<file path="src/rrvCorePkg.sv">
// --------------------
// Shared definitions for the RV32I control block
// Widths, NOP encoding, opcode and ALU-op enums
// Immediate-type and write-back select enums
// --------------------
`default_nettype none

package rrvCorePkg;

    localparam int XLEN       = 32;
    localparam int REG_ADDR_W = 5;  // Register index width

    localparam logic [XLEN-1:0] NOP = 32'h0000_0013;  // addi x0, x0, 0

    // --------------------
    // RV32I major opcodes
    typedef enum logic [6:0] {
        LUI    = 7'b0110111,
        AUIPC  = 7'b0010111,
        JAL    = 7'b1101111,
        JALR   = 7'b1100111,
        BRANCH = 7'b1100011,
        LOAD   = 7'b0000011,
        STORE  = 7'b0100011,
        I_OP   = 7'b0010011,
        R_OP   = 7'b0110011,
        FENCE  = 7'b0001111,
        SYSCAL = 7'b1110011   // Decoded as no-op here
    } tOpcode;

    typedef enum logic [3:0] {
        ADD  = 4'd0,
        SUB  = 4'd1,
        SLL  = 4'd2,
        SLT  = 4'd3,
        SLTU = 4'd4,
        XOR  = 4'd5,
        SRL  = 4'd6,
        SRA  = 4'd7,
        OR   = 4'd8,
        AND  = 4'd9
    } tAluOp;

    // Immediate field layouts
    typedef enum logic [2:0] {
        I_TYPE = 3'd0,
        S_TYPE = 3'd1,
        B_TYPE = 3'd2,
        U_TYPE = 3'd3,
        J_TYPE = 3'd4
    } tImmType;

    // Write-back source
    typedef enum logic [1:0] {
        WB_ALU  = 2'd0,
        WB_DMEM = 2'd1,
        WB_PC4  = 2'd2
    } tWbSel;

endpackage

`default_nettype wire

</file>
<file path="src/rrvDecoder.sv">
// --------------------
// Q101H instruction decoder
// Control bits, byte enables and ALU op
// Sign-extended immediate assembly
// --------------------
`timescale 1ns/1ps
`default_nettype none

module rrvDecoder (
    input  wire  [rrvCorePkg::XLEN-1:0]       InstructionQ101H,
    output rrvCorePkg::tAluOp                 AluOpQ101H,
    output logic                              SelAluImmQ101H,
    output logic                              SelAluPcQ101H,
    output logic                              SelNextPcJQ101H,
    output logic                              SelNextPcBQ101H,
    output logic                              LuiQ101H,
    output logic                              RegWrEnQ101H,
    output logic                              DMemWrEnQ101H,
    output logic                              DMemRdEnQ101H,
    output logic                              SignExtQ101H,
    output logic [3:0]                        DMemByteEnQ101H,
    output rrvCorePkg::tWbSel                 WbSelQ101H,
    output logic [2:0]                        BranchOpQ101H,
    output logic [rrvCorePkg::REG_ADDR_W-1:0] RegDstQ101H,
    output logic [rrvCorePkg::REG_ADDR_W-1:0] RegSrc1Q101H,
    output logic [rrvCorePkg::REG_ADDR_W-1:0] RegSrc2Q101H,
    output logic [rrvCorePkg::XLEN-1:0]       ImmediateQ101H
);

    rrvCorePkg::tOpcode  opcode;
    rrvCorePkg::tImmType immType;
    logic [2:0]          funct3;
    logic                altFunct;   // funct7 bit 5, SUB and SRA
    logic                memAccess;

    assign opcode    = rrvCorePkg::tOpcode'(InstructionQ101H[6:0]);
    assign funct3    = InstructionQ101H[14:12];
    assign altFunct  = InstructionQ101H[30];
    assign memAccess = (opcode == rrvCorePkg::LOAD) || (opcode == rrvCorePkg::STORE);

    assign RegDstQ101H  = InstructionQ101H[11:7];
    assign RegSrc1Q101H = InstructionQ101H[19:15];
    assign RegSrc2Q101H = InstructionQ101H[24:20];

    // --------------------
    // Control bits
    assign SelNextPcJQ101H = (opcode == rrvCorePkg::JAL) || (opcode == rrvCorePkg::JALR);
    assign SelNextPcBQ101H = (opcode == rrvCorePkg::BRANCH);
    assign SelAluPcQ101H   = (opcode == rrvCorePkg::JAL) || (opcode == rrvCorePkg::BRANCH) ||
                             (opcode == rrvCorePkg::AUIPC);
    assign SelAluImmQ101H  = (opcode != rrvCorePkg::R_OP);  // Only reg-reg uses rs2
    assign LuiQ101H        = (opcode == rrvCorePkg::LUI);
    assign RegWrEnQ101H    = (opcode == rrvCorePkg::LUI)  || (opcode == rrvCorePkg::AUIPC) ||
                             SelNextPcJQ101H              || (opcode == rrvCorePkg::LOAD)  ||
                             (opcode == rrvCorePkg::I_OP) || (opcode == rrvCorePkg::R_OP);
    assign DMemWrEnQ101H   = (opcode == rrvCorePkg::STORE);
    assign DMemRdEnQ101H   = (opcode == rrvCorePkg::LOAD);
    assign SignExtQ101H    = DMemRdEnQ101H && !funct3[2];  // LB and LH only
    assign BranchOpQ101H   = funct3;
    assign WbSelQ101H      = SelNextPcJQ101H ? rrvCorePkg::WB_PC4  :
                             DMemRdEnQ101H   ? rrvCorePkg::WB_DMEM :
                                               rrvCorePkg::WB_ALU;
    assign DMemByteEnQ101H = !memAccess              ? 4'b0000 :
                             (funct3[1:0] == 2'b00)  ? 4'b0001 :  // Byte
                             (funct3[1:0] == 2'b01)  ? 4'b0011 :  // Half
                             (funct3[1:0] == 2'b10)  ? 4'b1111 :  // Word
                                                       4'b0000;

    // ALU op, address math by default
    always_comb begin
        AluOpQ101H = rrvCorePkg::ADD;
        if ((opcode == rrvCorePkg::R_OP) || (opcode == rrvCorePkg::I_OP)) begin
            case (funct3)
                3'b000:  AluOpQ101H = (opcode == rrvCorePkg::R_OP && altFunct) ?
                                      rrvCorePkg::SUB : rrvCorePkg::ADD;
                3'b001:  AluOpQ101H = rrvCorePkg::SLL;
                3'b010:  AluOpQ101H = rrvCorePkg::SLT;
                3'b011:  AluOpQ101H = rrvCorePkg::SLTU;
                3'b100:  AluOpQ101H = rrvCorePkg::XOR;
                3'b101:  AluOpQ101H = altFunct ? rrvCorePkg::SRA : rrvCorePkg::SRL;
                3'b110:  AluOpQ101H = rrvCorePkg::OR;
                default: AluOpQ101H = rrvCorePkg::AND;
            endcase
        end
    end

    // --------------------
    // Immediate generator
    always_comb begin
        case (opcode)
            rrvCorePkg::LUI, rrvCorePkg::AUIPC: immType = rrvCorePkg::U_TYPE;
            rrvCorePkg::JAL:                    immType = rrvCorePkg::J_TYPE;
            rrvCorePkg::BRANCH:                 immType = rrvCorePkg::B_TYPE;
            rrvCorePkg::STORE:                  immType = rrvCorePkg::S_TYPE;
            default:                            immType = rrvCorePkg::I_TYPE;
        endcase
        case (immType)
            rrvCorePkg::U_TYPE: ImmediateQ101H = {InstructionQ101H[31:12], 12'b0};
            rrvCorePkg::S_TYPE: ImmediateQ101H = {{20{InstructionQ101H[31]}},
                                    InstructionQ101H[31:25], InstructionQ101H[11:7]};
            rrvCorePkg::B_TYPE: ImmediateQ101H = {{20{InstructionQ101H[31]}},
                                    InstructionQ101H[7], InstructionQ101H[30:25],
                                    InstructionQ101H[11:8], 1'b0};
            rrvCorePkg::J_TYPE: ImmediateQ101H = {{12{InstructionQ101H[31]}},
                                    InstructionQ101H[19:12], InstructionQ101H[20],
                                    InstructionQ101H[30:21], 1'b0};
            default:            ImmediateQ101H = {{20{InstructionQ101H[31]}},
                                    InstructionQ101H[31:20]};
        endcase
    end

endmodule

`default_nettype wire

</file>
<file path="src/rrvHazard.sv">
// --------------------
// Load-use hazard detection
// Branch and jump flush over two slots
// Q101H instruction masking and stage ready enables
// --------------------
`timescale 1ns/1ps
`default_nettype none

module rrvHazard (
    input  wire                                Clock,
    input  wire                                rstN,
    input  wire  [rrvCorePkg::XLEN-1:0]        PreInstructionQ101H,
    input  wire  [rrvCorePkg::REG_ADDR_W-1:0]  RegDstQ102H,
    input  wire                                DMemRdEnQ102H,
    input  wire  [rrvCorePkg::REG_ADDR_W-1:0]  RegDstQ103H,
    input  wire                                DMemRdEnQ103H,
    input  wire                                SelNextPcJQ102H,
    input  wire                                SelNextPcBQ102H,
    input  wire                                BranchCondMetQ102H,
    input  wire                                DMemReady,
    output logic [rrvCorePkg::XLEN-1:0]        InstructionQ101H,
    output logic                               PreValidQ101H,
    output logic                               SelNextPcAluOutQ102H,
    output logic                               ReadyQ100H,
    output logic                               ReadyQ101H,
    output logic                               ReadyQ102H,
    output logic                               ReadyQ103H,
    output logic                               ReadyQ104H,
    output logic                               ReadyQ105H
);

    logic [rrvCorePkg::REG_ADDR_W-1:0] preRegSrc1;
    logic [rrvCorePkg::REG_ADDR_W-1:0] preRegSrc2;
    logic                              loadHzrdQ102H;
    logic                              loadHzrdQ103H;
    logic                              flushQ102H;
    logic                              flushQ103H;
    logic                              killQ101H;

    assign preRegSrc1 = PreInstructionQ101H[19:15];
    assign preRegSrc2 = PreInstructionQ101H[24:20];

    // Loads in flight against the raw sources
    assign loadHzrdQ102H = DMemRdEnQ102H &&
                           ((RegDstQ102H == preRegSrc1) || (RegDstQ102H == preRegSrc2));
    assign loadHzrdQ103H = DMemRdEnQ103H &&
                           ((RegDstQ103H == preRegSrc1) || (RegDstQ103H == preRegSrc2));

    // Taken redirect resolves in Q102H
    assign flushQ102H           = SelNextPcJQ102H || (SelNextPcBQ102H && BranchCondMetQ102H);
    assign SelNextPcAluOutQ102H = flushQ102H;

    always_ff @(posedge Clock) begin
        if (!rstN) begin
            flushQ103H <= 1'b0;
        end else if (ReadyQ103H) begin
            flushQ103H <= flushQ102H;  // Second flushed slot
        end
    end

    assign killQ101H        = flushQ102H || flushQ103H || loadHzrdQ102H || loadHzrdQ103H;
    assign InstructionQ101H = killQ101H ? rrvCorePkg::NOP : PreInstructionQ101H;
    assign PreValidQ101H    = !killQ101H;

    // --------------------
    // Ready chain, freeze on DMemReady low
    assign ReadyQ105H = DMemReady;
    assign ReadyQ104H = DMemReady;
    assign ReadyQ103H = DMemReady;
    assign ReadyQ102H = DMemReady;
    assign ReadyQ101H = DMemReady && (flushQ102H || !(loadHzrdQ102H || loadHzrdQ103H));
    assign ReadyQ100H = ReadyQ101H;

    // Redirect target must always flow in while the flush runs
    assert property (@(posedge Clock) disable iff (!rstN)
        (DMemReady && (flushQ102H || flushQ103H)) |-> ReadyQ101H);

endmodule

`default_nettype wire

</file>
<file path="src/rrvCtrlPipe.sv">
// --------------------
// Control and valid registers Q102H to Q105H
// Stage-gated control outputs
// Load and redirect info for the hazard unit
// --------------------
`timescale 1ns/1ps
`default_nettype none

module rrvCtrlPipe (
    input  wire                                Clock,
    input  wire                                rstN,
    input  wire                                ReadyQ101H,
    input  wire                                ReadyQ102H,
    input  wire                                ReadyQ103H,
    input  wire                                ReadyQ104H,
    input  wire                                ReadyQ105H,
    input  wire                                PreValidQ101H,
    input  rrvCorePkg::tAluOp                  AluOpQ101H,
    input  wire                                SelAluImmQ101H,
    input  wire                                SelAluPcQ101H,
    input  wire                                SelNextPcJQ101H,
    input  wire                                SelNextPcBQ101H,
    input  wire                                LuiQ101H,
    input  wire                                RegWrEnQ101H,
    input  wire                                DMemWrEnQ101H,
    input  wire                                DMemRdEnQ101H,
    input  wire                                SignExtQ101H,
    input  wire  [3:0]                         DMemByteEnQ101H,
    input  rrvCorePkg::tWbSel                  WbSelQ101H,
    input  wire  [2:0]                         BranchOpQ101H,
    input  wire  [rrvCorePkg::REG_ADDR_W-1:0]  RegDstQ101H,
    output rrvCorePkg::tAluOp                  AluOpQ102H,
    output logic                               SelAluImmQ102H,
    output logic                               SelAluPcQ102H,
    output logic                               LuiQ102H,
    output logic [2:0]                         BranchOpQ102H,
    output logic                               SelNextPcJQ102H,
    output logic                               SelNextPcBQ102H,
    output logic [rrvCorePkg::REG_ADDR_W-1:0]  RegDstQ102H,
    output logic                               DMemRdEnQ102H,
    output logic                               DMemWrEnQ103H,
    output logic                               DMemRdEnQ103H,
    output logic [3:0]                         DMemByteEnQ103H,
    output logic [rrvCorePkg::REG_ADDR_W-1:0]  RegDstQ103H,
    output logic                               RegWrEnQ105H,
    output logic [rrvCorePkg::REG_ADDR_W-1:0]  RegDstQ105H,
    output rrvCorePkg::tWbSel                  WbSelQ105H,
    output logic                               SignExtQ105H,
    output logic [3:0]                         ByteEnQ105H
);

    typedef struct packed {
        rrvCorePkg::tAluOp                 aluOp;
        logic                              selAluImm;
        logic                              selAluPc;
        logic                              selNextPcJ;
        logic                              selNextPcB;
        logic                              lui;
        logic                              regWrEn;
        logic                              dMemWrEn;
        logic                              dMemRdEn;
        logic                              signExt;
        logic [3:0]                        dMemByteEn;
        rrvCorePkg::tWbSel                 wbSel;
        logic [2:0]                        branchOp;
        logic [rrvCorePkg::REG_ADDR_W-1:0] regDst;
    } tCtrlBits;

    tCtrlBits ctrlQ101H, ctrlQ102H, ctrlQ103H, ctrlQ104H, ctrlQ105H;
    logic     validQ101H, validQ102H, validQ103H, validQ104H, validQ105H;
    logic     preValidQ102H, preValidQ103H, preValidQ104H, preValidQ105H;

    assign ctrlQ101H = '{aluOp: AluOpQ101H, selAluImm: SelAluImmQ101H,
                         selAluPc: SelAluPcQ101H, selNextPcJ: SelNextPcJQ101H,
                         selNextPcB: SelNextPcBQ101H, lui: LuiQ101H,
                         regWrEn: RegWrEnQ101H, dMemWrEn: DMemWrEnQ101H,
                         dMemRdEn: DMemRdEnQ101H, signExt: SignExtQ101H,
                         dMemByteEn: DMemByteEnQ101H, wbSel: WbSelQ101H,
                         branchOp: BranchOpQ101H, regDst: RegDstQ101H};

    // --------------------
    // Stage registers, each loads on its own ready
    always_ff @(posedge Clock) begin
        if (!rstN) begin
            ctrlQ102H     <= '0;
            ctrlQ103H     <= '0;
            ctrlQ104H     <= '0;
            ctrlQ105H     <= '0;
            preValidQ102H <= 1'b0;
            preValidQ103H <= 1'b0;
            preValidQ104H <= 1'b0;
            preValidQ105H <= 1'b0;
        end else begin
            if (ReadyQ102H) begin
                ctrlQ102H     <= ctrlQ101H;
                preValidQ102H <= validQ101H;
            end
            if (ReadyQ103H) begin
                ctrlQ103H     <= ctrlQ102H;
                preValidQ103H <= validQ102H;
            end
            if (ReadyQ104H) begin
                ctrlQ104H     <= ctrlQ103H;
                preValidQ104H <= validQ103H;
            end
            if (ReadyQ105H) begin
                ctrlQ105H     <= ctrlQ104H;
                preValidQ105H <= validQ104H;
            end
        end
    end

    // Valid chain
    assign validQ101H = PreValidQ101H && ReadyQ101H;
    assign validQ102H = preValidQ102H && ReadyQ102H;
    assign validQ103H = preValidQ103H && ReadyQ103H;
    assign validQ104H = preValidQ104H && ReadyQ104H;
    assign validQ105H = preValidQ105H && ReadyQ105H;

    // --------------------
    // Stage outputs
    assign AluOpQ102H      = ctrlQ102H.aluOp;
    assign SelAluImmQ102H  = ctrlQ102H.selAluImm;
    assign SelAluPcQ102H   = ctrlQ102H.selAluPc;
    assign LuiQ102H        = ctrlQ102H.lui;
    assign BranchOpQ102H   = ctrlQ102H.branchOp;
    assign SelNextPcJQ102H = ctrlQ102H.selNextPcJ;
    assign SelNextPcBQ102H = ctrlQ102H.selNextPcB;
    assign RegDstQ102H     = ctrlQ102H.regDst;
    assign DMemRdEnQ102H   = ctrlQ102H.dMemRdEn;
    assign DMemWrEnQ103H   = ctrlQ103H.dMemWrEn;
    assign DMemRdEnQ103H   = ctrlQ103H.dMemRdEn;
    assign DMemByteEnQ103H = ctrlQ103H.dMemByteEn;
    assign RegDstQ103H     = ctrlQ103H.regDst;
    assign RegWrEnQ105H    = validQ105H && ctrlQ105H.regWrEn;  // No write from bubbles
    assign RegDstQ105H     = ctrlQ105H.regDst;
    assign WbSelQ105H      = ctrlQ105H.wbSel;
    assign SignExtQ105H    = ctrlQ105H.signExt;
    assign ByteEnQ105H     = ctrlQ105H.dMemByteEn;

    // One memory access is either a read or a write
    assert property (@(posedge Clock) disable iff (!rstN)
        !(DMemWrEnQ103H && DMemRdEnQ103H));

    cover property (@(posedge Clock) disable iff (!rstN)
        RegWrEnQ105H && (RegDstQ105H == '0));

endmodule

`default_nettype wire

</file>
<file path="src/rrvCtrl.sv">
// --------------------
// Control block top level
// Decoder, hazard unit and control pipe
// --------------------
`timescale 1ns/1ps
`default_nettype none

module rrvCtrl (
    input  wire                                Clock,
    input  wire                                rstN,
    input  wire  [rrvCorePkg::XLEN-1:0]        PreInstructionQ101H,
    input  wire                                BranchCondMetQ102H,
    input  wire                                DMemReady,
    output logic                               ReadyQ100H,
    output logic                               ReadyQ101H,
    output logic                               ReadyQ102H,
    output logic                               ReadyQ103H,
    output logic                               ReadyQ104H,
    output logic                               ReadyQ105H,
    output logic                               SelNextPcAluOutQ102H,
    output logic [rrvCorePkg::XLEN-1:0]        ImmediateQ101H,
    output logic [rrvCorePkg::REG_ADDR_W-1:0]  RegSrc1Q101H,
    output logic [rrvCorePkg::REG_ADDR_W-1:0]  RegSrc2Q101H,
    output rrvCorePkg::tAluOp                  AluOpQ102H,
    output logic                               SelAluImmQ102H,
    output logic                               SelAluPcQ102H,
    output logic                               LuiQ102H,
    output logic [2:0]                         BranchOpQ102H,
    output logic                               DMemWrEnQ103H,
    output logic                               DMemRdEnQ103H,
    output logic [3:0]                         DMemByteEnQ103H,
    output logic                               RegWrEnQ105H,
    output logic [rrvCorePkg::REG_ADDR_W-1:0]  RegDstQ105H,
    output rrvCorePkg::tWbSel                  WbSelQ105H,
    output logic                               SignExtQ105H,
    output logic [3:0]                         ByteEnQ105H
);

    // Masked instruction and Q101H control bits
    logic [rrvCorePkg::XLEN-1:0]       InstructionQ101H;
    logic                              PreValidQ101H;
    rrvCorePkg::tAluOp                 AluOpQ101H;
    logic                              SelAluImmQ101H, SelAluPcQ101H, LuiQ101H;
    logic                              SelNextPcJQ101H, SelNextPcBQ101H;
    logic                              RegWrEnQ101H, DMemWrEnQ101H, DMemRdEnQ101H;
    logic                              SignExtQ101H;
    logic [3:0]                        DMemByteEnQ101H;
    rrvCorePkg::tWbSel                 WbSelQ101H;
    logic [2:0]                        BranchOpQ101H;
    logic [rrvCorePkg::REG_ADDR_W-1:0] RegDstQ101H;

    // Feedback into the hazard unit
    logic [rrvCorePkg::REG_ADDR_W-1:0] RegDstQ102H, RegDstQ103H;
    logic                              DMemRdEnQ102H, SelNextPcJQ102H, SelNextPcBQ102H;

    rrvDecoder  i_decoder  (.*);
    rrvHazard   i_hazard   (.*);
    rrvCtrlPipe i_ctrlPipe (.*);

endmodule

`default_nettype wire

</file>
<file path="config.mk">
export PLATFORM = sky130hd
export DESIGN_NAME = rrvCtrl
export DESIGN_NICKNAME = d
export VERILOG_FILES = /design/src/rrvCorePkg.sv /design/src/rrvDecoder.sv /design/src/rrvHazard.sv /design/src/rrvCtrlPipe.sv /design/src/rrvCtrl.sv
export SDC_FILE = /design/constraint.sdc
export NUM_CORES = 1
export LEC_CHECK = 0
export ABC_AREA = 1
export ABC_CLOCK_PERIOD_IN_PS = 2000
export BUFFER_PORTS_ARGS = -buffer_cell sky130_fd_sc_hd__buf_2
export CAP_MARGIN = 15
export CORE_AREA = 2 2 84 166
export DETAILED_ROUTE_END_ITERATION = 10
export DIE_AREA = 0 0 86 168
export SYNTH_ARGS = -nofsm -noshare
export SYNTH_HDL_FRONTEND = slang
export SYNTH_SLANG_ARGS = --single-unit
</file>
<file path="constraint.sdc">
create_clock -name Clock -period 2 [get_ports Clock]
set_input_delay 0.2 -clock Clock [delete_from_list [all_inputs] [get_ports Clock]]
set_output_delay 0.2 -clock Clock [all_outputs]
set_load 0.01 [all_outputs]
</file>
==> results.rst, run 1 <==
.. list-table::
   :header-rows: 1

   * - Metric
     - Value
   * - Worst IR drop on VDD
     - 508 uV
   * - Remaining DRCs
     - 0
   * - Clock skew
     - 0.00766 ns
   * - Number of buffers on the longest clock path
     - 2
   * - Total die area
     - 0.0144 mm^2
   * - Outcome
     - finished with violations
   * - Total length of routed wires
     - 12.6 mm
   * - Routability-driven placement congestion ratio
     - 0.861
   * - Count of different cell masters after synthesis
     - 34
   * - Actual transition at the worst max-transition pin
     - 0.531 ns
   * - Register share of total power
     - 36.4%
   * - Power Density
     - 677 mW/mm^2
   * - Floorplan core area
     - 0.0133 mm^2
   * - CTS tree
     - built
   * - Largest fanout on the critical path
     - 7
   * - Critical Path End Type
     - output port
   * - GRT overflow
     - 0
   * - Largest net degree at the start of global routing
     - 79
   * - Number of diodes added for antenna fixing
     - 0
   * - Hold-fix buffers, CTS
     - 0
   * - Leak Pwr
     - 2.97 nW
   * - Number of synthesized flops with an enable pin
     - 0
   * - Summed instance area of the synthesized netlist
     - 0.00386 mm^2
   * - Detailed-route vias per instance
     - 4.73
   * - Worst Path Required
     - 1.80 ns
   * - Total Nets Final
     - 797
   * - Minimum setup slack in the final design
     - -0.690 ns
   * - Share of the synthesized area in compound gates (AO/OA/AOI/OAI)
     - 14.5%
   * - Yosys reg bits
     - 68
   * - Worst min-delay path class
     - in -> reg
   * - Commonest non-fill, non-tap cells in the layout
     - sky130_fd_sc_hd__nand2_1, sky130_fd_sc_hd__buf_2, sky130_fd_sc_hd__nor2_1, sky130_fd_sc_hd__buf_4, sky130_fd_sc_hd__dfxtp_1
   * - Simple-gate share of the synthesized area
     - 33.1%
   * - Number of cells on the worst hold path
     - 3
   * - Tot Pwr
     - 4.05 mW
   * - Switching share of power
     - 27.6%
   * - Combinational family with the most area after synthesis
     - simple AND/OR/NAND/NOR gates
   * - Synth Flop Type
     - sky130_fd_sc_hd__dfxtp_1
   * - Net switching component of the power
     - 1.12 mW
   * - Reg2Reg Depth
     - 21
   * - Final-layout setup total negative slack
     - -23.14 ns
   * - Number of antenna violations at the first check in global routing
     - 0
   * - Relative contribution of combinational cells to total power
     - 24.6%
   * - Number of hold violations in the final report
     - 0
   * - Internal Dissipation
     - 2.93 mW
   * - Share of flip-flops with an asynchronous set or reset
     - 0%
   * - Period utilisation layout
     - 134%
   * - Routed via count
     - 4336
   * - Number of warnings printed during yosys synthesis
     - 0
   * - Maximum clock frequency
     - 372 MHz
   * - Port bufs
     - 113
   * - Setup slack at placement
     - -0.387 ns
   * - Setup CP Type
     - reg -> out
   * - Detailed route wirelength on metal2
     - 6.54 mm
   * - Clock tree root driver cell
     - sky130_fd_sc_hd__clkbuf_16
   * - Sort of element at the start of the critical path
     - flop
   * - Starting utilization of the core area
     - 29.1%
   * - Final slew viol count
     - 0
   * - Number of global-route vias before repair
     - 4011
   * - Global-route wire length before repair
     - 19.1 mm
   * - Top layer in use
     - met4
   * - M1 wire length
     - 5.27 mm
   * - Slack of the worst reg-to-reg path
     - -0.27 ns
   * - Fin crit period
     - 2.69 ns
   * - Final core utilization
     - 45.0%
   * - Post-synthesis share of cell area spent on full adders, half adders and majority gates
     - 1.30%
   * - Die width
     - 86 um
   * - Worst path arrival time
     - 2.49 ns
   * - DP HPWL
     - 8.63 mm
   * - Final setup violation count
     - 49
   * - Leading cell type in the layout, fill and taps excluded
     - sky130_fd_sc_hd__nand2_1
   * - Violated checks
     - negative setup slack
   * - Length of routed met3 wiring
     - 526 um
   * - Fraction of synthesized area in multiplexers
     - 0%
   * - I/O pin count
     - 114
   * - First DRT Iteration DRCs
     - 199
   * - Total number of placement rows
     - 60
   * - Mean instance size in the synthesized netlist
     - 6.56 um^2
   * - Wire length per cell
     - 13.8 um
   * - Sequential-to-total area share from yosys stat
     - 35.2%
   * - Max-capacitance violation count
     - 0
   * - Cells after Synth
     - 589
   * - Count of H-tree levels built during CTS
     - 3
   * - Share of the synthesized netlist area taken by xor and xnor gates
     - 0.907%
   * - Residual antenna-violating net count after detailed routing
     - 0
   * - TritonCTS buffer count
     - 9
   * - Area growth from synthesis to final layout
     - 54.7%
   * - Part of the power in the clock network
     - 39.0%
   * - Drt first pass iters
     - 5
   * - Total Routing Usage GR
     - 16.5%
   * - Cell total after placement
     - 863
   * - Fraction of final layout cells sized beyond drive strength 1
     - 44.2%
   * - Clock latency of the later-clocked register in the worst-skew pair
     - 0.33 ns
   * - Register clock-pin slew on the reported worst setup and hold paths
     - 0.06 ns
   * - Synthesized Nets
     - 629
   * - Number of sinks driven by the clock tree
     - 68
   * - Relative slew slack
     - 64.3%
   * - Die height
     - 168 um
   * - Post-route insts no fill
     - 917
   * - Setup repair after global routing missed its margin
     - yes
## synth_stat cells, types with 2 or more instances
master,count,share of area [%]
sky130_fd_sc_hd__o211ai_1,2,0.39
sky130_fd_sc_hd__nand2_1,128,12
sky130_fd_sc_hd__buf_4,38,7.4
sky130_fd_sc_hd__a21oi_1,49,6.3
sky130_fd_sc_hd__clkbuf_1,18,1.7
sky130_fd_sc_hd__inv_1,38,3.7
sky130_fd_sc_hd__ha_1,4,1.3
sky130_fd_sc_hd__o21ai_0,51,6.6
sky130_fd_sc_hd__inv_2,8,0.78
sky130_fd_sc_hd__xnor2_1,4,0.91
sky130_fd_sc_hd__buf_1,2,0.19
sky130_fd_sc_hd__nand2_2,4,0.65
sky130_fd_sc_hd__nand4_1,3,0.49
sky130_fd_sc_hd__nor3_1,3,0.39
sky130_fd_sc_hd__nor2_2,3,0.49
sky130_fd_sc_hd__buf_2,2,0.26
sky130_fd_sc_hd__nand3_1,26,3.4
sky130_fd_sc_hd__dfxtp_1,68,35
sky130_fd_sc_hd__buf_6,3,0.87
sky130_fd_sc_hd__nor2_1,112,11
sky130_fd_sc_hd__nand3_2,10,2.6
## final cells by class
cell class	instances	area, um^2
Clock buffer	15	268
Clock inverter	1	30.0
Fill cell	1297	7310
Inverter	47	199
Multi-Input combinational cell	411	2300
Sequential cell	68	1380
Tap cell	155	194
Timing Repair Buffer	219	1600
Timing Repair inverter	1	7.51
## registers in the layout (all words and copies together) (netlist names), 2 cells and up
register and cells:
i_ctrlPipe.ctrlQ103H 4, i_ctrlPipe.WbSelQ105H 2, i_ctrlPipe.ctrlQ102H 7, i_ctrlPipe.ctrlQ104H 12, i_ctrlPipe.AluOpQ102H 4, i_ctrlPipe.RegDstQ105H 5
i_ctrlPipe.RegDstQ102H 5, i_ctrlPipe.RegDstQ103H 5, i_ctrlPipe.ByteEnQ105H 3, i_ctrlPipe.DMemByteEnQ103H 3, i_ctrlPipe.BranchOpQ102H 3
## what timing repair did
action | in CTS | in global routing
gates cloned | 2 | 1
buffers inserted | 31 | 13
resized for setup | 68 | 87
pin swaps | 12 | 14
endpoints found under the setup margin | 49 | 57
## through the flow
stage,cell area [um^2],hold WS [ns]
global placement,4760,0.453
global route,5980,0.144
detailed placement,4760,0.457
floorplan,3870,0.337
CTS,5590,0.132
finish,5980,0.146
## logic make-up (layout without fill, tap and decap cells)
| kind of cell | count (synthesis) | in the layout |
|---|---|---|
| fa+ha+maj | 4 | 4 |
| compound gates | 108 | 108 |
| buf+inv | 110 | 283 |
| simple gates | 295 | 295 |
| flops | 68 | 68 |
| xor+xnor | 4 | 4 |
## worst paths after layout
path                                                from                                endpoint
setup / recovery  i_ctrlPipe.RegDstQ103H[1]$_SDFFE_PN0P_                      ImmediateQ101H[21]
hold / removal                    PreInstructionQ101H[8]  i_ctrlPipe.RegDstQ102H[1]$_SDFFE_PN0P_
setup reg to reg  i_ctrlPipe.RegDstQ102H[0]$_SDFFE_PN0P_   i_ctrlPipe.AluOpQ102H[0]$_SDFFE_PN0P_
hold reg to reg    i_ctrlPipe.AluOpQ102H[3]$_SDFFE_PN0P_   i_ctrlPipe.AluOpQ102H[3]$_SDFFE_PN0P_
## critical path, cell delays in order, from the launching register on
cell                      delay [ns]
sky130_fd_sc_hd__dfxtp_4        0.36
sky130_fd_sc_hd__inv_4          0.06
sky130_fd_sc_hd__nand2_1        0.04
sky130_fd_sc_hd__nand2_1        0.08
sky130_fd_sc_hd__a21oi_2        0.04
sky130_fd_sc_hd__nand3_1        0.08
sky130_fd_sc_hd__nand2_1        0.07
sky130_fd_sc_hd__nand2_2        0.09
sky130_fd_sc_hd__nand3_4        0.15
sky130_fd_sc_hd__buf_6          0.17
sky130_fd_sc_hd__nor3_4         0.18
sky130_fd_sc_hd__nand2_2        0.13
sky130_fd_sc_hd__nand2_4        0.10
sky130_fd_sc_hd__nor2_4         0.05
sky130_fd_sc_hd__nand2_4        0.10
sky130_fd_sc_hd__buf_12         0.11
sky130_fd_sc_hd__buf_16         0.12
sky130_fd_sc_hd__nand3_2        0.08
sky130_fd_sc_hd__buf_6          0.13
## power groups by stage
| stage | Clock [mW] | Combinational [mW] | Sequential [mW] |
|---|---|---|---|
| CTS | 1.62 | 0.898 | 1.47 |
| floorplan | 0 | 0.472 | 1.49 |
| global route | 1.66 | 1.08 | 1.48 |
| finish | 1.58 | 0.996 | 1.47 |
| detailed placement | 0 | 0.761 | 1.50 |
| global placement | 0 | 0.756 | 1.50 |
## routing by layer
metal | vias up | global-route usage, %
li1 | 2190 | -
met1 | 2001 | 20.0
met2 | 124 | 28.8
met3 | 21 | 2.79
met4 | 0 | 5.94
met5 | - | 0
Note: power is estimated with default switching activity, not from simulation.
==> inputs of run 2 (changes only) <==
--- a/config.mk
+++ b/config.mk
@@ -9,9 +9,10 @@
 export ABC_CLOCK_PERIOD_IN_PS = 2000
 export BUFFER_PORTS_ARGS = -buffer_cell sky130_fd_sc_hd__buf_2
 export CAP_MARGIN = 15
-export CORE_AREA = 2 2 84 166
+export CORE_AREA = 2 2 89 176
 export DETAILED_ROUTE_END_ITERATION = 10
-export DIE_AREA = 0 0 86 168
+export DIE_AREA = 0 0 91 178
 export SYNTH_ARGS = -nofsm -noshare
 export SYNTH_HDL_FRONTEND = slang
+export SYNTH_HIERARCHICAL = 1
 export SYNTH_SLANG_ARGS = --single-unit
==> constraint.sdc (replaced) <==
create_clock -name Clock -period 2 [get_ports Clock]
set_input_delay 0.1 -clock Clock [delete_from_list [all_inputs] [get_ports Clock]]
set_output_delay 0.1 -clock Clock [all_outputs]
set_load 0.01 [all_outputs]
==> run 2 against run 1 <==
  * The flow still finishes with violations (negative setup slack)
  * Maximum frequency grew 8.1%
  * Die area grew 12%
  * Critical endpoint is now ImmediateQ101H[3]
  * Design area grew 4.8%
==> results.rst, run 2 <==
.. list-table::
   :header-rows: 1

   * - Metric
     - Value
   * - Global-route wire length before repair
     - 20.1 mm (+4.8%)
   * - Largest Register
     - i_ctrlPipe/ctrlQ104H
   * - Multi-input gate area
     - 0.00238 mm^2 (+3.6%)
   * - Critical Path End
     - ImmediateQ101H[3]
   * - CTS tree
     - built
   * - Minimum setup slack in the final design
     - -0.489 ns (+0.201 ns)
   * - Number of diodes added for antenna fixing
     - 0 (unchanged)
   * - Number of warnings printed during yosys synthesis
     - 6 (+6)
   * - Slack of the worst reg-to-reg path
     - -0.45 ns (-0.18 ns)
   * - Synthesized Nets
     - 721 (+15%)
   * - Worst IR drop on VDD
     - 415 uV (-18%)
   * - Max-capacitance violation count
     - 0 (unchanged)
   * - Final core utilization
     - 42.2% (-2.7 points)
   * - Count of H-tree levels built during CTS
     - 3 (unchanged)
   * - Cells after Synth
     - 679 (+15%)
   * - Total number of placement rows
     - 63 (+5.0%)
   * - Leak Pwr
     - 3.30 nW (+11%)
   * - Sequential-to-total area share from yosys stat
     - 33.4% (-1.9 points)
   * - Source of the critical timing path
     - i_ctrlPipe/RegDstQ103H[1]$_SDFFE_PN0P_
   * - Yosys top cell area share
     - 33.4% (-1.9 points)
   * - Register clock-pin slew on the reported worst setup and hold paths
     - 0.06 ns (about the same)
   * - Remaining DRCs
     - 0 (unchanged)
   * - Clock skew
     - 0.0102 ns (+0.00249 ns)
   * - Number of sinks driven by the clock tree
     - 73 (+7.4%)
   * - Maximum clock frequency
     - 402 MHz (+8.1%)
   * - Number of synthesized flops with an enable pin
     - 0 (unchanged)
   * - Cell with the most instances after synthesis
     - sky130_fd_sc_hd__nor2_1
   * - Routed via count
     - 4380 (+1.0%)
   * - Total Routing Usage GR
     - 15.6% (-0.96 points)
   * - TritonCTS buffer count
     - 9 (unchanged)
   * - Total Nets Final
     - 857 (+7.5%)
   * - Violated checks
     - negative setup slack
   * - Die width
     - 91 um (+5.8%)
   * - Storage element area
     - 0.00149 mm^2 (+8.0%)
   * - Summed instance area of the synthesized netlist
     - 0.00438 mm^2 (+13%)
   * - Clock latency of the later-clocked register in the worst-skew pair
     - 0.33 ns (about the same)
   * - Dominant cell type by area after synthesis
     - sky130_fd_sc_hd__dfxtp_1
   * - Capture point of the worst reg-to-reg path
     - i_ctrlPipe/AluOpQ102H[0]$_SDFFE_PN0P_
   * - Fraction of final layout cells sized beyond drive strength 1
     - 41.2% (-3.0 points)
   * - Number of cells on the worst hold path
     - 5 (+2)
   * - DP HPWL
     - 9.40 mm (+8.9%)
   * - First DRT Iteration DRCs
     - 234 (+18%)
   * - Sort of element at the start of the critical path
     - flop
   * - Final slew viol count
     - 0 (unchanged)
   * - FF-to-FF Start
     - i_ctrlPipe/RegDstQ103H[1]$_SDFFE_PN0P_
   * - Leading cell type in the layout, fill and taps excluded
     - sky130_fd_sc_hd__nor2_1
   * - Synth Flop Type
     - sky130_fd_sc_hd__dfxtp_1
   * - Port bufs
     - 113 (unchanged)
   * - Number of hold violations in the final report
     - 0 (unchanged)
   * - Relative slew slack
     - 65.4% (+1.1 points)
   * - Largest registers
     - i_ctrlPipe/ctrlQ104H (13), i_ctrlPipe/ctrlQ102H (9)
   * - Wire length per cell
     - 13.4 um (-2.4%)
   * - Clock tree root driver cell
     - sky130_fd_sc_hd__clkbuf_16
   * - Area growth from synthesis to final layout
     - 42.9%
   * - Tot Pwr
     - 4.46 mW (+10%)
   * - Fill count
     - 1541 (+19%)
   * - Largest register FFs
     - 13 (+1)
   * - GRT overflow
     - 0 (unchanged)
   * - Starting utilization of the core area
     - 29.6% (+0.48 points)
   * - Share of flip-flops with an asynchronous set or reset
     - 0% (unchanged)
   * - Setup repair after global routing missed its margin
     - yes
   * - Worst path arrival time
     - 2.39 ns (-0.10 ns)
   * - Number of global-route vias before repair
     - 4027 (+0.40%)
   * - Main area contributors after synthesis
     - sky130_fd_sc_hd__dfxtp_1, sky130_fd_sc_hd__nor2_1, sky130_fd_sc_hd__buf_4
   * - Number of buffers on the longest clock path
     - 2 (unchanged)
   * - Floorplan core area
     - 0.0148 mm^2 (+12%)
   * - Outcome
     - finished with violations
   * - Reg2Reg Depth
     - 20 (-4.8%)
   * - Yosys reg bits
     - 73 (+7.4%)
   * - Drt first pass iters
     - 4 (-1)
   * - Largest fanout on the critical path
     - 6 (-1)
   * - Residual antenna-violating net count after detailed routing
     - 0 (unchanged)
   * - Actual transition at the worst max-transition pin
     - 0.518 ns (-0.0128 ns)
   * - Total die area
     - 0.0162 mm^2 (+12%)
   * - Worst min-delay path class
     - in -> reg
   * - Fin crit period
     - 2.49 ns (-0.201 ns)
   * - I/O pin count
     - 114 (unchanged)
   * - Final setup violation count
     - 59 (+20%)
   * - Worst Path Required
     - 1.90 ns (+0.10 ns)
   * - Routability-driven placement congestion ratio
     - 0.869 (+0.85%)
   * - Die height
     - 178 um (+6.0%)
   * - Setup CP Type
     - reg -> out
   * - Detailed-route vias per instance
     - 4.32 (-8.7%)
   * - List of most frequent post-synthesis cells
     - sky130_fd_sc_hd__nor2_1, sky130_fd_sc_hd__nand2_1, sky130_fd_sc_hd__dfxtp_1
   * - Commonest non-fill, non-tap cells in the layout
     - sky130_fd_sc_hd__nor2_1, sky130_fd_sc_hd__nand2_1, sky130_fd_sc_hd__buf_2, sky130_fd_sc_hd__buf_4, sky130_fd_sc_hd__o21ai_0
   * - Power Density
     - 713 mW/mm^2 (+5.3%)
   * - Period utilisation layout
     - 124% (-10 points)
   * - Largest net degree at the start of global routing
     - 74 (-6.3%)
   * - Critical Path End Type
     - output port
   * - Number of antenna violations at the first check in global routing
     - 0 (unchanged)
   * - Count of different cell masters after synthesis
     - 27 (-21%)
   * - Total length of routed wires
     - 13.6 mm (+8.0%)
   * - Mean instance size in the synthesized netlist
     - 6.45 um^2 (-1.7%)
[run 2: cell types whose count changed after synthesis, moves of 5 or more]
| cell | before | now |
|---|---|---|
| sky130_fd_sc_hd__a21oi_1 | 49 | 8 |
| sky130_fd_sc_hd__buf_2 | 2 | 9 |
| sky130_fd_sc_hd__buf_4 | 38 | 62 |
| sky130_fd_sc_hd__buf_6 | 3 | 8 |
| sky130_fd_sc_hd__clkbuf_1 | 18 | 0 |
| sky130_fd_sc_hd__dfxtp_1 | 68 | 73 |
| sky130_fd_sc_hd__inv_1 | 38 | 72 |
| sky130_fd_sc_hd__nand2_1 | 128 | 112 |
| sky130_fd_sc_hd__nand3_2 | 10 | 0 |
| sky130_fd_sc_hd__nor2_1 | 112 | 182 |
| sky130_fd_sc_hd__nor2_2 | 3 | 14 |
| sky130_fd_sc_hd__o21ai_0 | 51 | 70 |
[run 2: timing repair]
item / CTS / global route
hold endpoints to repair: 0 / 0
hold buffers: 0 / 0
resized for setup: 49 / 90
pin swaps: 12 / 27
cloned: 0 / 4
setup buffers: 9 / 13
setup endpoints to repair: 61 / 66
[run 2: cells by family after synthesis]
family,synth area share (%)
simple gates,32.9
buf+inv,21.1
compound gates,9.68
flops,33.4
xor+xnor,1.20
fa+ha+maj,1.71
[run 2: report_power, final]
| part | switching [mW] | internal [mW] | total, mW |
|---|---|---|---|
| sequential | 0.0567 | 1.55 | 1.60 |
| combinational | 0.696 | 0.584 | 1.28 |
| clock | 0.616 | 0.964 | 1.58 |
[run 2: worst max-delay path, cell delays in order, from the launching register on]
cell	delay, ns
sky130_fd_sc_hd__dfxtp_4	0.36
sky130_fd_sc_hd__inv_2	0.05
sky130_fd_sc_hd__nand2_1	0.04
sky130_fd_sc_hd__nand2_1	0.08
sky130_fd_sc_hd__nor2_1	0.05
sky130_fd_sc_hd__nand3_1	0.09
sky130_fd_sc_hd__nand2_2	0.08
sky130_fd_sc_hd__nand2_4	0.10
sky130_fd_sc_hd__nand3_4	0.14
sky130_fd_sc_hd__nor2_2	0.18
sky130_fd_sc_hd__inv_2	0.07
sky130_fd_sc_hd__nand3_1	0.09
sky130_fd_sc_hd__inv_1	0.07
sky130_fd_sc_hd__nand2_4	0.10
sky130_fd_sc_hd__nand2_4	0.08
sky130_fd_sc_hd__nor2_4	0.18
sky130_fd_sc_hd__nand2_1	0.08
sky130_fd_sc_hd__nand2_1	0.07
sky130_fd_sc_hd__buf_2	0.13
[run 2: area by class of cell]
type / instances / area share, %
Clock buffer: 11 / 3.72
Clock inverter: 5 / 0.899
Inverter: 79 / 4.98
Multi-Input combinational cell: 445 / 38.1
Sequential cell: 73 / 23.7
Tap cell: 195 / 3.90
Timing Repair Buffer: 207 / 24.7
[run 2: worst min path at each step]
| stage | start | to |
|---|---|---|
| global placement | i_hazard/flushQ103H$_SDFFE_PN0P_ | i_hazard/flushQ103H$_SDFFE_PN0P_ |
| detailed placement | i_hazard/flushQ103H$_SDFFE_PN0P_ | i_hazard/flushQ103H$_SDFFE_PN0P_ |
| finish | PreInstructionQ101H[11] | i_ctrlPipe/RegDstQ102H[4]$_SDFFE_PN0P_ |
| global route | PreInstructionQ101H[8] | i_ctrlPipe/RegDstQ102H[1]$_SDFFE_PN0P_ |
| CTS | PreInstructionQ101H[11] | i_ctrlPipe/RegDstQ102H[4]$_SDFFE_PN0P_ |
| floorplan | rstN | i_hazard/flushQ103H$_SDFFE_PN0P_ |
[run 2: per-layer routing]
layer / wire, um / GRT usage, %
met4: 425 / 5.93
met3: 567 / 2.96
met2: 7490 / 29.8
met5: 0 / 0
met1: 5160 / 16.5
[run 2: through the flow]
step / TNS (ns) / std cells / instance area (um^2) / hold slack, ns / setup slack [ns]
floorplan: -1.09 / 679 / 4460 / 0.254 / -0.141
global placement: -10.22 / 973 / 5190 / 0.457 / -0.322
detailed placement: -10.41 / 973 / 5190 / 0.465 / -0.335
CTS: -20.14 / 998 / 5700 / 0.145 / -0.502
global route: -30.40 / 1015 / 6260 / 0.161 / -0.631
finish: -21.32 / 1015 / 6260 / 0.140 / -0.489
==> inputs of run 3 (changes only) <==
--- a/config.mk
+++ b/config.mk
@@ -12,6 +12,7 @@
 export CORE_AREA = 2 2 89 176
 export DETAILED_ROUTE_END_ITERATION = 10
 export DIE_AREA = 0 0 91 178
+export RECOVER_POWER = 50
 export SYNTH_ARGS = -nofsm -noshare
 export SYNTH_HDL_FRONTEND = slang
 export SYNTH_HIERARCHICAL = 1
==> run 3 against run 2 <==
  * The flow still finishes with violations (negative setup slack)
  * Clock power about the same
  * Cell count unchanged
  * Total power about the same
  * Design area shrank 0.14%
  * Maximum frequency about the same
==> results.rst, run 3 (synthesized netlist as in run 2, its figures left out) <==
.. list-table::
   :header-rows: 1

   * - Metric
     - Value
   * - Outcome
     - finished with violations
   * - Violated checks
     - negative setup slack
   * - Wire length per cell
     - 13.4 um (about the same)
   * - Largest fanout on the critical path
     - 6 (unchanged)
   * - Routability-driven placement congestion ratio
     - 0.869 (unchanged)
   * - Total Routing Usage GR
     - 15.6% (unchanged)
   * - Residual antenna-violating net count after detailed routing
     - 0 (unchanged)
   * - GRT overflow
     - 0 (unchanged)
   * - Final setup violation count
     - 59 (unchanged)
   * - Cell type group with the largest total delay on the critical path
     - simple AND/OR/NAND/NOR gates
   * - Power Density
     - 713 mW/mm^2 (about the same)
   * - Leading cell type in the layout, fill and taps excluded
     - sky130_fd_sc_hd__nor2_1
   * - Number of antenna violations at the first check in global routing
     - 0 (unchanged)
   * - DP HPWL
     - 9.40 mm (unchanged)
   * - Die height
     - 178 um (unchanged)
   * - Relative contribution of combinational cells to total power
     - 28.7% (about the same)
   * - Max-capacitance violation count
     - 0 (unchanged)
   * - Final slew viol count
     - 0 (unchanged)
   * - Largest registers
     - i_ctrlPipe/ctrlQ104H (13), i_ctrlPipe/ctrlQ102H (9)
   * - Period utilisation layout
     - 124% (about the same)
   * - Routed via count
     - 4389 (+0.21%)
   * - Register share of total power
     - 35.9% (about the same)
   * - Floorplan core area
     - 0.0148 mm^2 (unchanged)
   * - Sort of element at the start of the critical path
     - flop
   * - Drt first pass iters
     - 4 (unchanged)
   * - Fin crit period
     - 2.49 ns (-0.000160 ns)
   * - Final core utilization
     - 42.2% (-0.059 points)
   * - Global-route wire length before repair
     - 20.1 mm (unchanged)
   * - Largest register FFs
     - 13 (unchanged)
   * - Total Nets Final
     - 857 (unchanged)
   * - Tot Pwr
     - 4.46 mW (about the same)
   * - Fill count
     - 1543 (+0.13%)
   * - Worst Path Required
     - 1.90 ns (about the same)
   * - Worst IR drop on VDD
     - 404 uV (-2.5%)
   * - Area growth from synthesis to final layout
     - 42.7%
   * - Delay of the slowest critical-path stage
     - 0.36 ns (about the same)
   * - Most frequent CP cell
     - sky130_fd_sc_hd__nand2_1
   * - Setup repair after global routing missed its margin
     - yes
   * - CTS tree
     - built
   * - Internal Dissipation
     - 3.09 mW (about the same)
   * - Total length of routed wires
     - 13.6 mm (about the same)
   * - Commonest non-fill, non-tap cells in the layout
     - sky130_fd_sc_hd__nor2_1, sky130_fd_sc_hd__nand2_1, sky130_fd_sc_hd__buf_2, sky130_fd_sc_hd__buf_4, sky130_fd_sc_hd__o21ai_0
   * - TritonCTS buffer count
     - 9 (unchanged)
   * - I/O pin count
     - 114 (unchanged)
   * - Part of the power in the clock network
     - 35.4% (about the same)
   * - Worst path buffer plus inverter count
     - 4 (unchanged)
   * - Detailed-route vias per instance
     - 4.32 (+0.21%)
   * - Number of hold violations in the final report
     - 0 (unchanged)
   * - Final-layout setup total negative slack
     - -21.33 ns (-0.0133 ns)
   * - Number of diodes added for antenna fixing
     - 0 (unchanged)
   * - Starting utilization of the core area
     - 29.6% (unchanged)
   * - Fraction of final layout cells sized beyond drive strength 1
     - 40.6% (-0.61 points)
   * - Crit path cell chain
     - inv_2 > nand2_1 > nand2_1 > nor2_1 > nand3_1 > nand2_2 > nand2_4 > nand3_4 > nor2_2 > inv_2 > nand3_1 > inv_1 > nand2_4 > nand2_4 > nor2_4 > nand2_1 > nand2_1 > buf_2
   * - Maximum clock frequency
     - 402 MHz (about the same)
   * - Die width
     - 91 um (unchanged)
   * - Switching share of power
     - 30.6% (about the same)
   * - Number of buffers on the longest clock path
     - 2 (unchanged)
   * - First DRT Iteration DRCs
     - 247 (+5.6%)
   * - Largest Register
     - i_ctrlPipe/ctrlQ104H
   * - Net switching component of the power
     - 1.37 mW (about the same)
   * - Port bufs
     - 113 (unchanged)
   * - Minimum setup slack in the final design
     - -0.488 ns (+0.000160 ns)
   * - Worst path arrival time
     - 2.39 ns (about the same)
   * - Register clock-pin slew on the reported worst setup and hold paths
     - 0.06 ns (about the same)
   * - Actual transition at the worst max-transition pin
     - 0.778 ns (+0.260 ns)
   * - Critical Path End Type
     - output port
   * - Total die area
     - 0.0162 mm^2 (unchanged)
   * - Largest net degree at the start of global routing
     - 74 (unchanged)
   * - Count of H-tree levels built during CTS
     - 3 (unchanged)
   * - Leak Pwr
     - 3.29 nW (-0.28%)
   * - Total number of placement rows
     - 63 (unchanged)
   * - Clock skew
     - 0.0102 ns (+0.0000101 ns)
   * - Remaining DRCs
     - 0 (unchanged)
   * - Clock tree root driver cell
     - sky130_fd_sc_hd__clkbuf_16
   * - Relative slew slack
     - 48.1% (-17 points)
   * - Clock latency of the later-clocked register in the worst-skew pair
     - 0.33 ns (about the same)
   * - Number of global-route vias before repair
     - 4027 (unchanged)
   * - Number of sinks driven by the clock tree
     - 73 (unchanged)
   * - Worst min-delay path class
     - in -> reg
   * - Critical Path Slowest Stage Cell
     - sky130_fd_sc_hd__dfxtp_4
   * - Setup CP Type
     - reg -> out
## run 3: cell count changes in the layout (fill, tap and decap cells not counted)
cell	change
sky130_fd_sc_hd__nor2_1	+1
sky130_fd_sc_hd__inv_1	+1
sky130_fd_sc_hd__buf_4	-1
sky130_fd_sc_hd__nor2_2	-1
sky130_fd_sc_hd__buf_2	-2
sky130_fd_sc_hd__inv_2	-1
sky130_fd_sc_hd__clkbuf_1	+3
## run 3: final timing paths
path	startpoint	endpoint	slack [ns]	cells after the start
max	i_ctrlPipe/RegDstQ103H[1]$_SDFFE_PN0P_	ImmediateQ101H[3]	-0.49	18
min	PreInstructionQ101H[11]	i_ctrlPipe/RegDstQ102H[4]$_SDFFE_PN0P_	0.14	5
max reg2reg	i_ctrlPipe/RegDstQ103H[1]$_SDFFE_PN0P_	i_ctrlPipe/AluOpQ102H[0]$_SDFFE_PN0P_	-0.46	20
min reg2reg	i_hazard/flushQ103H$_SDFFE_PN0P_	i_hazard/flushQ103H$_SDFFE_PN0P_	0.48	2
## run 3: metrics by stage
stage          area (um^2)  cells  setup WS (ns)  hold slack (ns)
2_1_floorplan         4460    679         -0.141            0.254
3_3_place_gp          5190    973         -0.322            0.457
3_5_place_dp          5190    973         -0.335            0.465
4_1_cts               5700    998         -0.502            0.145
5_1_grt               6250   1015         -0.631            0.161
6_report              6250   1015         -0.488            0.140
## run 3: power groups by stage
stage / combinational [mW] / sequential [mW] / clock, mW
after floorplan: 0.704 / 1.62 / 0
after detailed placement: 0.996 / 1.63 / 0
after CTS: 1.08 / 1.60 / 1.61
after global routing: 1.39 / 1.61 / 1.70
final: 1.28 / 1.60 / 1.58
after global placement: 0.995 / 1.63 / 0
## run 3: worst register-to-register path, delay by kind of cell (launching register included)
| family | cells | cell delay (ns) |
|---|---|---|
| compound gates | 1 | 0.13 |
| fa+ha+maj | 1 | 0.21 |
| buf+inv | 6 | 0.55 |
| flops | 1 | 0.36 |
| simple gates | 12 | 1.14 |
## run 3: final cells by class
type                       count  area [um^2]  share of cell area [%]
clock buffer                  11          233                    3.72
clock inverter                 5         56.3                   0.901
inverter                      79          312                    4.98
multi-input combinational    445         2380                    38.1
sequential                    73         1490                    23.8
tap                          195          244                    3.90
timing repair buffer         207         1540                    24.6
## run 3: repair_timing
action                     in CTS  in global routing
setup endpoints to repair      61                 66
buffers inserted                9                 13
pin swaps                      12                 27
resized for setup              49                 90
hold buffers                    0                  0
gates cloned                    0                  4
## run 3: metal layers
metal	wire [um]	track usage, %	vias to the layer above
met5	0	0	-
met4	425	5.93	0
met3	574	2.96	31
met2	7480	29.8	124
met1	5160	16.5	1937
li1	-	-	2297
